**src/rtl/mem_pkg.sv**
```systemverilog
package mem_pkg;

  // one busy bit per memory bank
  localparam int mem_banks = 4;

  typedef logic [mem_banks-1:0] mem_busy_t;

  // cycles from mem_rd until the word can be written into the cache
  localparam int mem_read_latency = 2;

  // sequencer state encoding
  localparam int seq_state_w = 3;
  localparam logic [seq_state_w-1:0] seq_idle = 3'd0;
  localparam logic [seq_state_w-1:0] seq_wb = 3'd1;
  localparam logic [seq_state_w-1:0] seq_bank = 3'd2;
  localparam logic [seq_state_w-1:0] seq_fill = 3'd3;
  localparam logic [seq_state_w-1:0] seq_drain = 3'd4;
  localparam logic [seq_state_w-1:0] seq_done = 3'd5;

endpackage

```
**src/rtl/cache_pkg.sv**
```systemverilog
package cache_pkg;

  // 16-bit byte address split as tag | index | word | byte
  localparam int tag_w = 5;
  localparam int index_w = 8;
  localparam int offset_w = 3;
  localparam int addr_w = 16;
  localparam int words_per_line = 4;

  typedef logic [tag_w-1:0] cache_tag_t;
  typedef logic [index_w-1:0] cache_index_t;
  typedef logic [offset_w-2:0] word_idx_t;

  typedef struct packed {
    word_idx_t word_idx;
    logic      byte_sel;
  } cache_offset_t;

  // flat memory word on one side, decoded address fields on the other
  typedef union packed {
    logic [addr_w-1:0] word;
    struct packed {
      cache_tag_t    tag;
      cache_index_t  index;
      cache_offset_t offset;
    } fields;
  } cache_addr_t;

  localparam word_idx_t last_word = word_idx_t'(words_per_line - 1);

  // lookup controller state encoding
  localparam int lookup_state_w = 3;
  localparam logic [lookup_state_w-1:0] lk_idle = 3'd0;
  localparam logic [lookup_state_w-1:0] lk_comp = 3'd1;
  localparam logic [lookup_state_w-1:0] lk_xfer = 3'd2;
  localparam logic [lookup_state_w-1:0] lk_cache_wr = 3'd3;
  localparam logic [lookup_state_w-1:0] lk_done = 3'd4;

endpackage
```
**src/rtl/line_xfer_if.sv**
```systemverilog
`timescale 1ns/1ps

interface line_xfer_if
  import cache_pkg::*;
();

  // request side, owned by the lookup controller
  logic       xfer_req;
  logic       xfer_writeback;
  cache_tag_t victim_tag;

  // completion and fill data, owned by the memory sequencer
  logic       xfer_done;
  logic       fill_valid;
  word_idx_t  fill_word;

  modport lookup (
    output xfer_req,
    output xfer_writeback,
    output victim_tag,
    input  xfer_done,
    input  fill_valid,
    input  fill_word
  );

  modport seq (
    input  xfer_req,
    input  xfer_writeback,
    input  victim_tag,
    output xfer_done,
    output fill_valid,
    output fill_word
  );

endinterface

```
**src/rtl/cache_controller.sv**
```systemverilog
`timescale 1ns/1ps

module cache_controller
  import cache_pkg::*;
  import mem_pkg::*;
(
  input  logic              clk,
  input  logic              reset,
  input  cache_addr_t       addr,
  input  logic              read,
  input  logic              write,
  input  logic              hit,
  input  logic              dirty,
  input  logic              valid,
  input  mem_busy_t         busy,
  input  cache_tag_t        cache_tag_in,
  output logic              enable,
  output logic              comp,
  output logic              c_write,
  output logic              valid_in,
  output logic              mem_cache_wr,
  output cache_offset_t     cache_offset,
  output cache_tag_t        cache_tag_out,
  output logic              mem_wr,
  output logic              mem_rd,
  output logic [addr_w-1:0] mem_address,
  output logic              done,
  output logic              stall_cache
);

  line_xfer_if xfer ();

  // request handshake, tag compare and cache-side writes
  cache_lookup_ctrl cache_lookup_ctrl_i (
    .clk           (clk),
    .reset         (reset),
    .addr          (addr),
    .read          (read),
    .write         (write),
    .hit           (hit),
    .dirty         (dirty),
    .valid         (valid),
    .cache_tag_in  (cache_tag_in),
    .xfer          (xfer.lookup),
    .enable        (enable),
    .comp          (comp),
    .c_write       (c_write),
    .valid_in      (valid_in),
    .mem_cache_wr  (mem_cache_wr),
    .cache_offset  (cache_offset),
    .cache_tag_out (cache_tag_out),
    .done          (done),
    .stall_cache   (stall_cache)
  );

  // write-back and fill bursts toward memory
  mem_xfer_seq mem_xfer_seq_i (
    .clk         (clk),
    .reset       (reset),
    .addr        (addr),
    .busy        (busy),
    .xfer        (xfer.seq),
    .mem_wr      (mem_wr),
    .mem_rd      (mem_rd),
    .mem_address (mem_address)
  );

endmodule

```
**src/rtl/mem_xfer_seq.sv**
```systemverilog
`timescale 1ns/1ps

module mem_xfer_seq
  import cache_pkg::*;
  import mem_pkg::*;
(
  input  logic              clk,
  input  logic              reset,
  input  cache_addr_t       addr,
  input  mem_busy_t         busy,
  line_xfer_if.seq          xfer,
  output logic              mem_wr,
  output logic              mem_rd,
  output logic [addr_w-1:0] mem_address
);

  logic [seq_state_w-1:0]      state_q;
  logic [seq_state_w-1:0]      state_d;
  word_idx_t                   beat_q;
  cache_tag_t                  wb_tag_q;
  logic                        accept;
  logic                        last_beat;
  logic                        last_fill;
  cache_addr_t                 beat_addr;
  logic [mem_read_latency-1:0] rd_pipe_q;
  word_idx_t                   word_pipe_q [mem_read_latency];

  // the first beat goes out in the same cycle the request is taken
  assign accept = (state_q == seq_idle) && xfer.xfer_req;
  assign last_beat = (beat_q == last_word);
  assign last_fill = xfer.fill_valid && (xfer.fill_word == last_word);

  assign mem_wr = (accept && xfer.xfer_writeback) || (state_q == seq_wb);
  assign mem_rd = (accept && !xfer.xfer_writeback) || (state_q == seq_fill);

  always_comb begin
    if (state_q == seq_wb) begin
      beat_addr.fields.tag = wb_tag_q;
    end else if (accept && xfer.xfer_writeback) begin
      beat_addr.fields.tag = xfer.victim_tag;
    end else begin
      beat_addr.fields.tag = addr.fields.tag;
    end
    beat_addr.fields.index = addr.fields.index;
    beat_addr.fields.offset.word_idx = beat_q;
    beat_addr.fields.offset.byte_sel = addr.fields.offset.byte_sel;
  end

  assign mem_address = (mem_wr || mem_rd) ? beat_addr.word : '0;

  always_comb begin
    state_d = state_q;
    case (state_q)
      seq_idle: begin
        if (xfer.xfer_req) begin
          state_d = xfer.xfer_writeback ? seq_wb : seq_fill;
        end
      end
      seq_wb: begin
        if (last_beat) begin
          state_d = seq_bank;
        end
      end
      // banks are only checked after a write-back
      seq_bank: begin
        if (busy == '0) begin
          state_d = seq_fill;
        end
      end
      seq_fill: begin
        if (last_beat) begin
          state_d = seq_drain;
        end
      end
      seq_drain: begin
        if (last_fill) begin
          state_d = seq_done;
        end
      end
      seq_done: begin
        state_d = seq_idle;
      end
      default: begin
        state_d = seq_idle;
      end
    endcase
  end

  // beat counter wraps back to word 0 after each burst
  always_ff @(posedge clk) begin
    if (reset) begin
      state_q <= seq_idle;
      beat_q <= '0;
    end else begin
      state_q <= state_d;
      if (mem_wr || mem_rd) begin
        beat_q <= beat_q + 1'b1;
      end
    end
  end

  always_ff @(posedge clk) begin
    if (accept) begin
      wb_tag_q <= xfer.victim_tag;
    end
  end

  // read latency model, one stage per cycle of memory delay
  always_ff @(posedge clk) begin
    if (reset) begin
      rd_pipe_q <= '0;
    end else begin
      rd_pipe_q[0] <= mem_rd;
      for (int i = 1; i < mem_read_latency; i++) begin
        rd_pipe_q[i] <= rd_pipe_q[i-1];
      end
    end
  end

  always_ff @(posedge clk) begin
    word_pipe_q[0] <= beat_q;
    for (int i = 1; i < mem_read_latency; i++) begin
      word_pipe_q[i] <= word_pipe_q[i-1];
    end
  end

  assign xfer.fill_valid = rd_pipe_q[mem_read_latency-1];
  assign xfer.fill_word = word_pipe_q[mem_read_latency-1];
  assign xfer.xfer_done = (state_q == seq_done);

endmodule

```
**src/rtl/cache_lookup_ctrl.sv**
```systemverilog
`timescale 1ns/1ps

module cache_lookup_ctrl
  import cache_pkg::*;
(
  input  logic               clk,
  input  logic               reset,
  input  cache_addr_t        addr,
  input  logic               read,
  input  logic               write,
  input  logic               hit,
  input  logic               dirty,
  input  logic               valid,
  input  cache_tag_t         cache_tag_in,
  line_xfer_if.lookup        xfer,
  output logic               enable,
  output logic               comp,
  output logic               c_write,
  output logic               valid_in,
  output logic               mem_cache_wr,
  output cache_offset_t      cache_offset,
  output cache_tag_t         cache_tag_out,
  output logic               done,
  output logic               stall_cache
);

  logic [lookup_state_w-1:0] state_q;
  logic [lookup_state_w-1:0] state_d;
  logic                      is_write_q;
  logic                      writeback_q;
  cache_tag_t                victim_tag_q;
  logic                      line_hit;

  assign line_hit = hit && valid;

  always_ff @(posedge clk) begin
    if (reset) begin
      state_q <= lk_idle;
      is_write_q <= 1'b0;
      writeback_q <= 1'b0;
    end else begin
      state_q <= state_d;
      // write wins when both are raised together
      if (state_q == lk_idle && (read || write)) begin
        is_write_q <= write;
      end
      if (state_q == lk_comp) begin
        writeback_q <= valid && dirty && !hit;
      end
    end
  end

  // the victim tag is only meaningful when writeback_q is set
  always_ff @(posedge clk) begin
    if (state_q == lk_comp) begin
      victim_tag_q <= cache_tag_in;
    end
  end

  always_comb begin
    state_d = state_q;
    case (state_q)
      lk_idle: begin
        if (read || write) begin
          state_d = lk_comp;
        end
      end
      lk_comp: begin
        state_d = line_hit ? lk_done : lk_xfer;
      end
      lk_xfer: begin
        if (xfer.xfer_done) begin
          state_d = is_write_q ? lk_cache_wr : lk_done;
        end
      end
      lk_cache_wr: begin
        state_d = lk_done;
      end
      lk_done: begin
        state_d = lk_idle;
      end
      default: begin
        state_d = lk_idle;
      end
    endcase
  end

  always_comb begin
    enable = 1'b0;
    comp = 1'b0;
    c_write = 1'b0;
    valid_in = 1'b0;
    mem_cache_wr = 1'b0;
    done = 1'b0;
    stall_cache = 1'b0;
    cache_offset = '0;
    cache_tag_out = '0;
    if (state_q != lk_idle) begin
      cache_tag_out = addr.fields.tag;
      cache_offset = addr.fields.offset;
    end
    case (state_q)
      lk_comp: begin
        enable = 1'b1;
        comp = 1'b1;
        c_write = is_write_q;
        stall_cache = 1'b1;
      end
      lk_xfer: begin
        enable = 1'b1;
        stall_cache = 1'b1;
        // fill words land in the line while the sequencer streams them in
        if (xfer.fill_valid) begin
          c_write = 1'b1;
          valid_in = 1'b1;
          mem_cache_wr = 1'b1;
          cache_offset.word_idx = xfer.fill_word;
        end
      end
      lk_cache_wr: begin
        enable = 1'b1;
        c_write = 1'b1;
        valid_in = 1'b1;
        stall_cache = 1'b1;
      end
      lk_done: begin
        enable = 1'b1;
        done = 1'b1;
      end
      default: begin
        enable = 1'b0;
      end
    endcase
  end

  assign xfer.xfer_req = (state_q == lk_xfer);
  assign xfer.xfer_writeback = writeback_q;
  assign xfer.victim_tag = victim_tag_q;

endmodule

```
**config.mk**
```make
export PLATFORM = sky130hd
export DESIGN_NAME = cache_controller
export DESIGN_NICKNAME = d
export VERILOG_FILES = /design/src/rtl/mem_pkg.sv /design/src/rtl/cache_pkg.sv /design/src/rtl/line_xfer_if.sv /design/src/rtl/cache_controller.sv /design/src/rtl/mem_xfer_seq.sv /design/src/rtl/cache_lookup_ctrl.sv
export SDC_FILE = /design/constraint.sdc
export NUM_CORES = 1
export LEC_CHECK = 0
export BUFFER_PORTS_ARGS = -buffer_cell sky130_fd_sc_hd__buf_4
export CORE_UTILIZATION = 50
export CTS_BUF_LIST = sky130_fd_sc_hd__clkbuf_16
export CTS_CLUSTER_DIAMETER = 200
export DETAILED_ROUTE_END_ITERATION = 12
export GPL_TIMING_DRIVEN = 0
export PLACE_DENSITY = 0.86
export SETUP_SLACK_MARGIN = 0.15
export SKIP_CTS_REPAIR_TIMING = 1
export SYNTH_ARGS = -nofsm -noshare
export SYNTH_HDL_FRONTEND = slang
export SYNTH_SLANG_ARGS = --single-unit
export TNS_END_PERCENT = 20
```
**constraint.sdc**
```tcl
create_clock -name clk -period 3.9 [get_ports clk]
set_input_delay 0.585 -clock clk [delete_from_list [all_inputs] [get_ports clk]]
set_output_delay 0.585 -clock clk [all_outputs]
set_load 0.005 [all_outputs]
```
==> run_results.csv, run 1 <==
group,metric,value,unit
status,status,"complete, no violations",
cts,cts_sinks,26,
critical_path,r2r_slack,1970,ps
finish,drive_gt1_frac,0.396,
finish,multiInputGateArea,752,um^2
critical_path,end_kind,"output port",
power,p_leak,0.000879,uW
detailed_routing,ant_nets,0,
die,rows,19,
finish,register_area,621,um^2
synth,async_flop_share,0,
synth,synth_nets,182,
die,coreArea,2730,um^2
sta,finalHoldViolations,0,
cts,clk_latency,260,ps
synth,yosysSeqAreaShare,0.430,
critical_path,r2r-start,"cache_lookup_ctrl_i.state_q[2]",
sta,rsz0062_at_grt,"false",
sta,maxSlewViolCount,0,
finish,layout_common_cells,"64 x buf_4, 19 x and2_1, 17 x nor2_1",
critical_path,cp.required,3310,ps
detailed_routing,vias,1386,
hold_path,hold_class,"flop to flop",
sta,fmax,0.371,GHz
sta,clock_skew,5.69,ps
sta,setup_slack,1200,ps
finish,fillers,205,
sta,min_period_over_period,0.691,
place,port_buffers,64,
cts,htree_levels,1,
place,dp_slack,1500,ps
die,pin_count,65,
place,gp_congestion,0.790,
die,initial_core_util,0.528,
finish,area_delta_synth_final,41.5,%
global_routing,overflow,0,
finish,final_common_cell,"buf_4",
synth,synth-edff-count,10,
cts,cts_buffer_depth,2,
power,p_clk_frac,0.231,
global_routing,grt_pass1_wl,5900,um
global_routing,grt_max_degree,15,
power,p_switching,290,uW
cts,clk_pin_slew,60,ps
finish,layout.nets,251,
power,power.density,468,nW/um^2
power,p_int,665,uW
cts,cts_buffers,3,
critical_path,startpoint_type,"flop",
hold_path,holdPathEnd,"mem_xfer_seq_i.word_pipe_q[0][3]",
hold_path,hold_depth,0,
critical_path,critPathKind,"flop to output port",
detailed_routing,drt_first_iter_violations,45,
synth,ys_warn_count,0,
power,ir_worst_vdd,0.000418,V
detailed_routing,drc_errors,0,
detailed_routing,dr.pass1.iters,4,
place,place_hpwl,2780,um
synth,syn_avg_cell_area,9.68,um^2
die,die_w,55.7,um
detailed_routing,viasPerCell,5.59,
critical_path,worstPathMaxFanout,10,
sta,fin_crit,2700,ps
detailed_routing,drt_wl_total,3630,um
sta,slew_headroom,0.218,
synth,synth_seq_cells,26,
power,swShare,0.303,
hold_path,hold_start,"mem_xfer_seq_i.word_pipe_q[0][1]",
synth,ys.flop_type,"dfxtp_1",
cts,cts_tree,"yes",
global_routing,grt_usage,0.239,
die,die_area,3100,um^2
critical_path,cp_data_arrival_time,2110,ps
detailed_routing,wl_per_cell,14.6,um
power,p_comb_frac,0.395,
synth,synthesis.area,1440,um^2
cts,cts-root-buf,"clkbuf_16",
critical_path,worstRegToRegCells,4,
sta,final.setup.tns,0,ps
die,die_h,55.7,um
sta,worst_pin_slew,1170,ps
run,drv_cap,0,
global_routing,antenna_found_initial,0,
sta,setup_violations,0,
power,p_seq_frac,0.374,
critical_path,r2r-end,"cache_lookup_ctrl_i.xfer.xfer_writeback",
global_routing,first_global_vias,1302,
synth,yosys.cell_types.count,50,
finish,diodes,0,
synth,syn_inst,149,
==> layout make-up <==
class | instances | share of cell area
Clock buffer | 3 | 0.0368
Buffer | 11 | 0.0307
Sequential cell | 26 | 0.304
Inverter | 2 | 0.00368
Clock inverter | 1 | 0.00184
Multi-Input combinational cell | 110 | 0.368
Tap cell | 31 | 0.0190
Timing Repair Buffer | 64 | 0.235
==> registers in the layout (all words and copies together) (netlist names), 2 cells and up <==
register,flops
mem_xfer_seq_i.wb_tag_q,5
mem_xfer_seq_i.rd_pipe_q,2
mem_xfer_seq_i.word_pipe_q,4
cache_lookup_ctrl_i.xfer.victim_tag,5
mem_xfer_seq_i.beat_q,2
cache_lookup_ctrl_i.state_q,3
mem_xfer_seq_i.state_q,3
==> worst max-delay path, cell delays in order, from the launching register on <==
cell and delay [ps]:
dfxtp_1 370, buf_2 210, nor3b_1 950, a21o_1 230
buf_4 100
==> cells in the mapped netlist, drive strengths merged, types with 3 or more instances <==
library cell,instances,share of area
a2111oi,4,0.028
a21oi,6,0.021
and2,19,0.082
buf,7,0.033
clkbuf,4,0.010
dfxtp,16,0.22
edfxtp,10,0.21
nand2,5,0.013
nand2b,4,0.017
nand3,3,0.014
nand3b,3,0.016
nor2,17,0.044
nor2b,3,0.013
nor3,5,0.017
nor3b,4,0.032
nor4,3,0.013
o21ai,3,0.010
==> through the flow <==
stage,util,power [uW],hold slack [ps],instances,cell area [um^2]
detailed placement,0.718,736,315,244,1960
CTS,0.746,957,338,248,2040
finish,0.746,955,338,248,2040
global placement,0.718,721,313,244,1960
global route,0.746,1010,354,248,2040
floorplan,-,567,310,149,1440
==> power by group through the flow <==
stage	Sequential (uW)	Combinational (uW)	Clock (uW)
3_5_place_dp	362	374	0
4_1_cts	356	378	223
5_1_grt	361	413	234
6_report	357	377	221
2_1_floorplan	353	214	0
3_3_place_gp	359	362	0
==> layer usage <==
metal	GRT usage	vias to the layer above	wire length [um]
met4	0.100	0	85
li1	-	674	-
met2	0.408	73	1800
met1	0.301	628	1450
met5	0	-	0
met3	0.0349	11	296
==> worst max path at each step <==
stage,startpoint,endpoint,slack (ps)
global route,cache_lookup_ctrl_i.state_q[2],c_write,1020
finish,cache_lookup_ctrl_i.state_q[2],c_write,1200
detailed placement,cache_lookup_ctrl_i.state_q[2],c_write,1500
floorplan,cache_lookup_ctrl_i.state_q[2],c_write,1860
CTS,cache_lookup_ctrl_i.state_q[2],c_write,1210
global placement,cache_lookup_ctrl_i.state_q[2],c_write,1540
==> logic make-up after synthesis <==
group           share of synthesized area
compound gates                      0.128
flops                               0.430
fa+ha+maj                         0.00867
xor+xnor                           0.0121
mux                                0.0147
buf+inv                            0.0486
simple gates                        0.358
(Power assumes the default switching activity.)
==> run 2, diff against run 1 <==
Settings changed: CORE_UTILIZATION 50 to 42, PLACE_DENSITY 0.86 to 0.77.
Clock period 3.9 ns to 2.38 ns, I/O delays scaled along.
==> run_results.csv, run 2 (synthesized netlist as in run 1, its figures left out) <==
group,metric,value,unit
sta,slew_headroom,0.558,
sta,setup_slack,134,ps
critical_path,r2r-start,"cache_lookup_ctrl_i.state_q[2]",
power,power.density,802,nW/um^2
finish,final_cell_count_no_fill,261,
finish,final_common_cell,"buf_4",
die,pin_count,65,
sta,maxSlewViolCount,0,
sta,setup_violations,0,
finish,diodes,0,
global_routing,grtUsageMet1,0.231,
global_routing,grt_max_degree,16,
cts,cts_sinks,26,
sta,fin_crit,2250,ps
place,port_buffers,64,
hold_path,hold_class,"primary input to flop",
power,p_seq_frac,0.343,
detailed_routing,drt_first_iter_violations,30,
hold_path,hold_start,"cache_tag_in[0]",
global_routing,grt_usage,0.203,
sta,min_period_over_period,0.944,
run,drv_cap,0,
global_routing,grtUsageMet3,0.0512,
finish,layout_common_cells,"64 x buf_4, 19 x and2_1, 16 x nor2_1, 16 x dfxtp_1, 10 x edfxtp_1",
hold_path,hold_depth,1,
detailed_routing,drc_errors,0,
critical_path,critPathKind,"flop to output port",
power,p_clk_frac,0.278,
cts,clk_pin_slew,60,ps
die,die_area,3670,um^2
detailed_routing,drt_wl_total,3680,um
finish,layout.nets,251,
critical_path,cp.required,2020,ps
global_routing,grt_pass1_wl,5510,um
detailed_routing,viasPerCell,5.10,
power,p_leak,0.000905,uW
power,p_switching,491,uW
detailed_routing,ant_nets,0,
place,place_hpwl,2840,um
critical_path,startpoint_type,"flop",
sta,clock_skew,2.22,ps
cts,cts_buffer_depth,2,
critical_path,worstPathMaxFanout,10,
detailed_routing,wl_per_cell,14.1,um
critical_path,worstSetupStartpoint,"cache_lookup_ctrl_i.state_q[1]",
sta,finalHoldViolations,0,
cts,cts_tree,"yes",
die,die_w,60.6,um
cts,cts-root-buf,"clkbuf_16",
die,initial_core_util,0.458,
global_routing,top_usage_layer,"met2",
global_routing,met2_usage,0.386,
place,gp_congestion,0.790,
cts,htree_levels,1,
die,die_h,60.6,um
finish,area_delta_synth_final,47.3,%
place,dp_slack,235,ps
critical_path,r2r-end,"mem_xfer_seq_i.wb_tag_q[0]",
power,p_int,1210,uW
power,p_comb_frac,0.379,
sta,worst_pin_slew,658,ps
sta,hold_ws,275,ps
critical_path,worstRegToRegCells,3,
place,dp_cells,257,
critical_path,end_kind,"output port",
detailed_routing,dr.pass1.iters,4,
die,coreArea,3150,um^2
global_routing,overflow,0,
finish,drive_gt1_frac,0.442,
global_routing,first_global_vias,1241,
die,rows,20,
critical_path,r2r_slack,580,ps
cts,cts_buffers,3,
finish,fin_util,0.674,
detailed_routing,vias,1330,
critical_path,cp_data_arrival_time,1890,ps
cts,clk_latency,260,ps
power,swShare,0.288,
hold_path,holdPathEnd,"cache_lookup_ctrl_i.xfer.victim_tag[0]",
sta,fmax,0.445,GHz
sta,rsz0062_at_grt,"true",
global_routing,antenna_found_initial,0,
sta,final.setup.tns,0,ps
power,ir_worst_vdd,0.000451,V
status,status,"complete, no violations",
## run 2: critical path, cell delays in order (launching register included)
cell and delay [ps]:
dfxtp_1 350, clkbuf_4 210, nor4b_4 280, nand3_2 210
a2111oi_2 400, buf_4 180
## run 2: worst max-delay path by stage
stage / end / slack (ps)
after detailed placement: c_write / 230
after global placement: c_write / 290
after global routing: mem_address[14] / -20
after floorplan: c_write / 570
after CTS: c_write / -80
final: mem_address[14] / 130
## run 2: area by class of cell
cell class	count	area, um^2
fill	272	1030
inverter	2	7.51
clock buffer	3	75.1
clock inverter	1	30.0
tap	44	55.1
multi-input combinational	110	790
buffer	11	66.3
timing repair buffer	64	480
sequential	26	621
## run 2: layer usage
metal | wire, um | vias up
li1 | - | 671
met1 | 1450 | 614
met2 | 2020 | 41
met3 | 183 | 4
met4 | 27 | 0
met5 | 0 | -
## run 2: power by group through the flow
stage,Sequential (uW),Clock (uW),Combinational [uW]
detailed placement,594,0,617
finish,584,474,647
CTS,584,486,621
global placement,590,0,595
floorplan,579,0,351
global route,591,508,707
## run 2: metrics by stage
stage,power [uW],cell area (um^2)
2_1_floorplan,930,1440
3_3_place_gp,1180,1980
3_5_place_dp,1210,1980
4_1_cts,1690,2080
5_1_grt,1810,2120
6_report,1700,2120
==> run 3, diff against run 2 <==
==> constraint.sdc (replaced) <==
create_clock -name clk -period 2.38 [get_ports clk]
set_input_delay 0.714 -clock clk [delete_from_list [all_inputs] [get_ports clk]]
set_output_delay 0.714 -clock clk [all_outputs]
set_load 0.005 [all_outputs]
==> run_results.csv, run 3 (synthesized netlist as in run 1, its figures left out) <==
group,metric,value,unit
sta,finalHoldViolations,0,
global_routing,overflow,0,
power,p_total,1830,uW
cts,cts_sinks,26,
critical_path,worstRegToRegCells,3,
sta,setup_violations,9,
sta,setup_slack,-186,ps
place,dp_cells,257,
place,place_hpwl,2840,um
status,status,"finished, violations left",
hold_path,hold_start,"mem_xfer_seq_i.word_pipe_q[0][0]",
run,drv_cap,0,
sta,hold_ws,326,ps
hold_path,hold_class,"flop to flop",
detailed_routing,viasPerCell,5.16,
detailed_routing,met2_length,2230,um
detailed_routing,vias,1384,
cts,cts_buffers,3,
detailed_routing,wl_met1,1600,um
die,pin_count,65,
hold_path,holdPathEnd,"mem_xfer_seq_i.word_pipe_q[0][2]",
cts,cts-root-buf,"clkbuf_16",
detailed_routing,wl_met3,186,um
detailed_routing,dr.pass1.iters,4,
sta,fmax,0.390,GHz
cts,htree_levels,1,
die,die_w,60.6,um
critical_path,worstSetupStartpoint,"cache_lookup_ctrl_i.xfer.xfer_writeback",
sta,rsz0062_at_grt,"true",
power,p_leak,0.000959,uW
finish,area_delta_synth_final,59.4,%
die,coreArea,3150,um^2
global_routing,grt_max_degree,16,
finish,fin_util,0.729,
detailed_routing,drt_first_iter_violations,23,
critical_path,startpoint_type,"flop",
cts,cts_buffer_depth,2,
finish,final_common_cell,"buf_4",
global_routing,antenna_found_initial,0,
detailed_routing,wl_per_cell,15.2,um
critical_path,cp_data_arrival_time,1850,ps
cts,clk_pin_slew,60,ps
power,power.density,798,nW/um^2
sta,maxSlewViolCount,0,
cts,cts_tree,"yes",
place,port_buffers,64,
cts,clk_latency,260,ps
detailed_routing,highest_layer,"met4",
detailed_routing,drt_wl_total,4070,um
critical_path,critPathKind,"flop to output port",
sta,clock_skew,1.43,ps
critical_path,r2r-end,"mem_xfer_seq_i.wb_tag_q[0]",
finish,layout_common_cells,"70 x buf_4, 19 x and2_1, 16 x nor2_1",
critical_path,cp.required,1670,ps
die,initial_core_util,0.458,
die,die_h,60.6,um
global_routing,first_global_vias,1241,
sta,min_period_over_period,1.08,
sta,worst_pin_slew,648,ps
power,ir_worst_vdd,0.000465,V
critical_path,r2r-start,"cache_lookup_ctrl_i.state_q[2]",
detailed_routing,drc_errors,0,
hold_path,hold_depth,0,
finish,final_cell_count_no_fill,268,
critical_path,end_kind,"output port",
detailed_routing,ant_nets,0,
finish,layout.nets,258,
sta,slew_headroom,0.565,
global_routing,grt_pass1_wl,5510,um
finish,diodes,0,
die,rows,20,
critical_path,r2r_slack,560,ps
global_routing,grt_usage,0.203,
finish,drive_gt1_frac,0.491,
place,gp_congestion,0.790,
status,failed_checks,"setup timing",
critical_path,worstPathMaxFanout,6,
die,die_area,3670,um^2
sta,fin_crit,2570,ps
-- run 3: changes by cell type in the layout (fill, tap and decap cells not counted), sizes merged --
cell / delta
buf: +9
clkbuf: -2
-- run 3: layer usage --
layer | GRT usage | up-vias
li1 | - | 689
met1 | 0.231 | 644
met2 | 0.386 | 45
met3 | 0.0512 | 6
met4 | 0.0357 | 0
met5 | 0 | -
-- run 3: cell type report --
| class | count | area (um^2) |
|---|---|---|
| clock buffer | 3 | 75.1 |
| fill | 239 | 853 |
| buffer | 11 | 76.3 |
| clock inverter | 1 | 30.0 |
| sequential | 26 | 626 |
| multi-input combinational | 110 | 885 |
| tap | 44 | 55.1 |
| timing repair buffer | 71 | 546 |
| inverter | 2 | 7.51 |
-- run 3: where the power goes --
group          leakage (uW)  switching, uW  total [uW]  internal [uW]
registers          0.000224           47.4         590            543
clock network     0.0000511            144         478            334
logic              0.000684            353         767            414
-- run 3: worst max-delay path by stage --
| stage | end | slack [ps] | cells past startpoint |
|---|---|---|---|
| 6_report | mem_address[14] | -190 | 4 |
| 5_1_grt | mem_address[14] | -240 | 4 |
| 4_1_cts | c_write | -440 | 4 |
| 3_5_place_dp | c_write | -120 | 4 |
| 3_3_place_gp | c_write | -60 | 4 |
| 2_1_floorplan | c_write | 210 | 3 |
-- run 3: worst max-delay path, cell delays in order (launching register included) --
cell,delay (ps)
dfxtp_1,480
or4b_4,550
nor3_1,350
a2111oi_4,60
buf_4,150
-- run 3: per-stage QoR --
| step | setup WS [ps] | instance area, um^2 | TNS [ps] |
|---|---|---|---|
| floorplan | 213 | 1440 | 0 |
| global placement | -62.9 | 1980 | -62.9 |
| detailed placement | -122 | 1980 | -168 |
| CTS | -440 | 2080 | -2430 |
| global route | -244 | 2300 | -2490 |
| finish | -186 | 2300 | -734 |
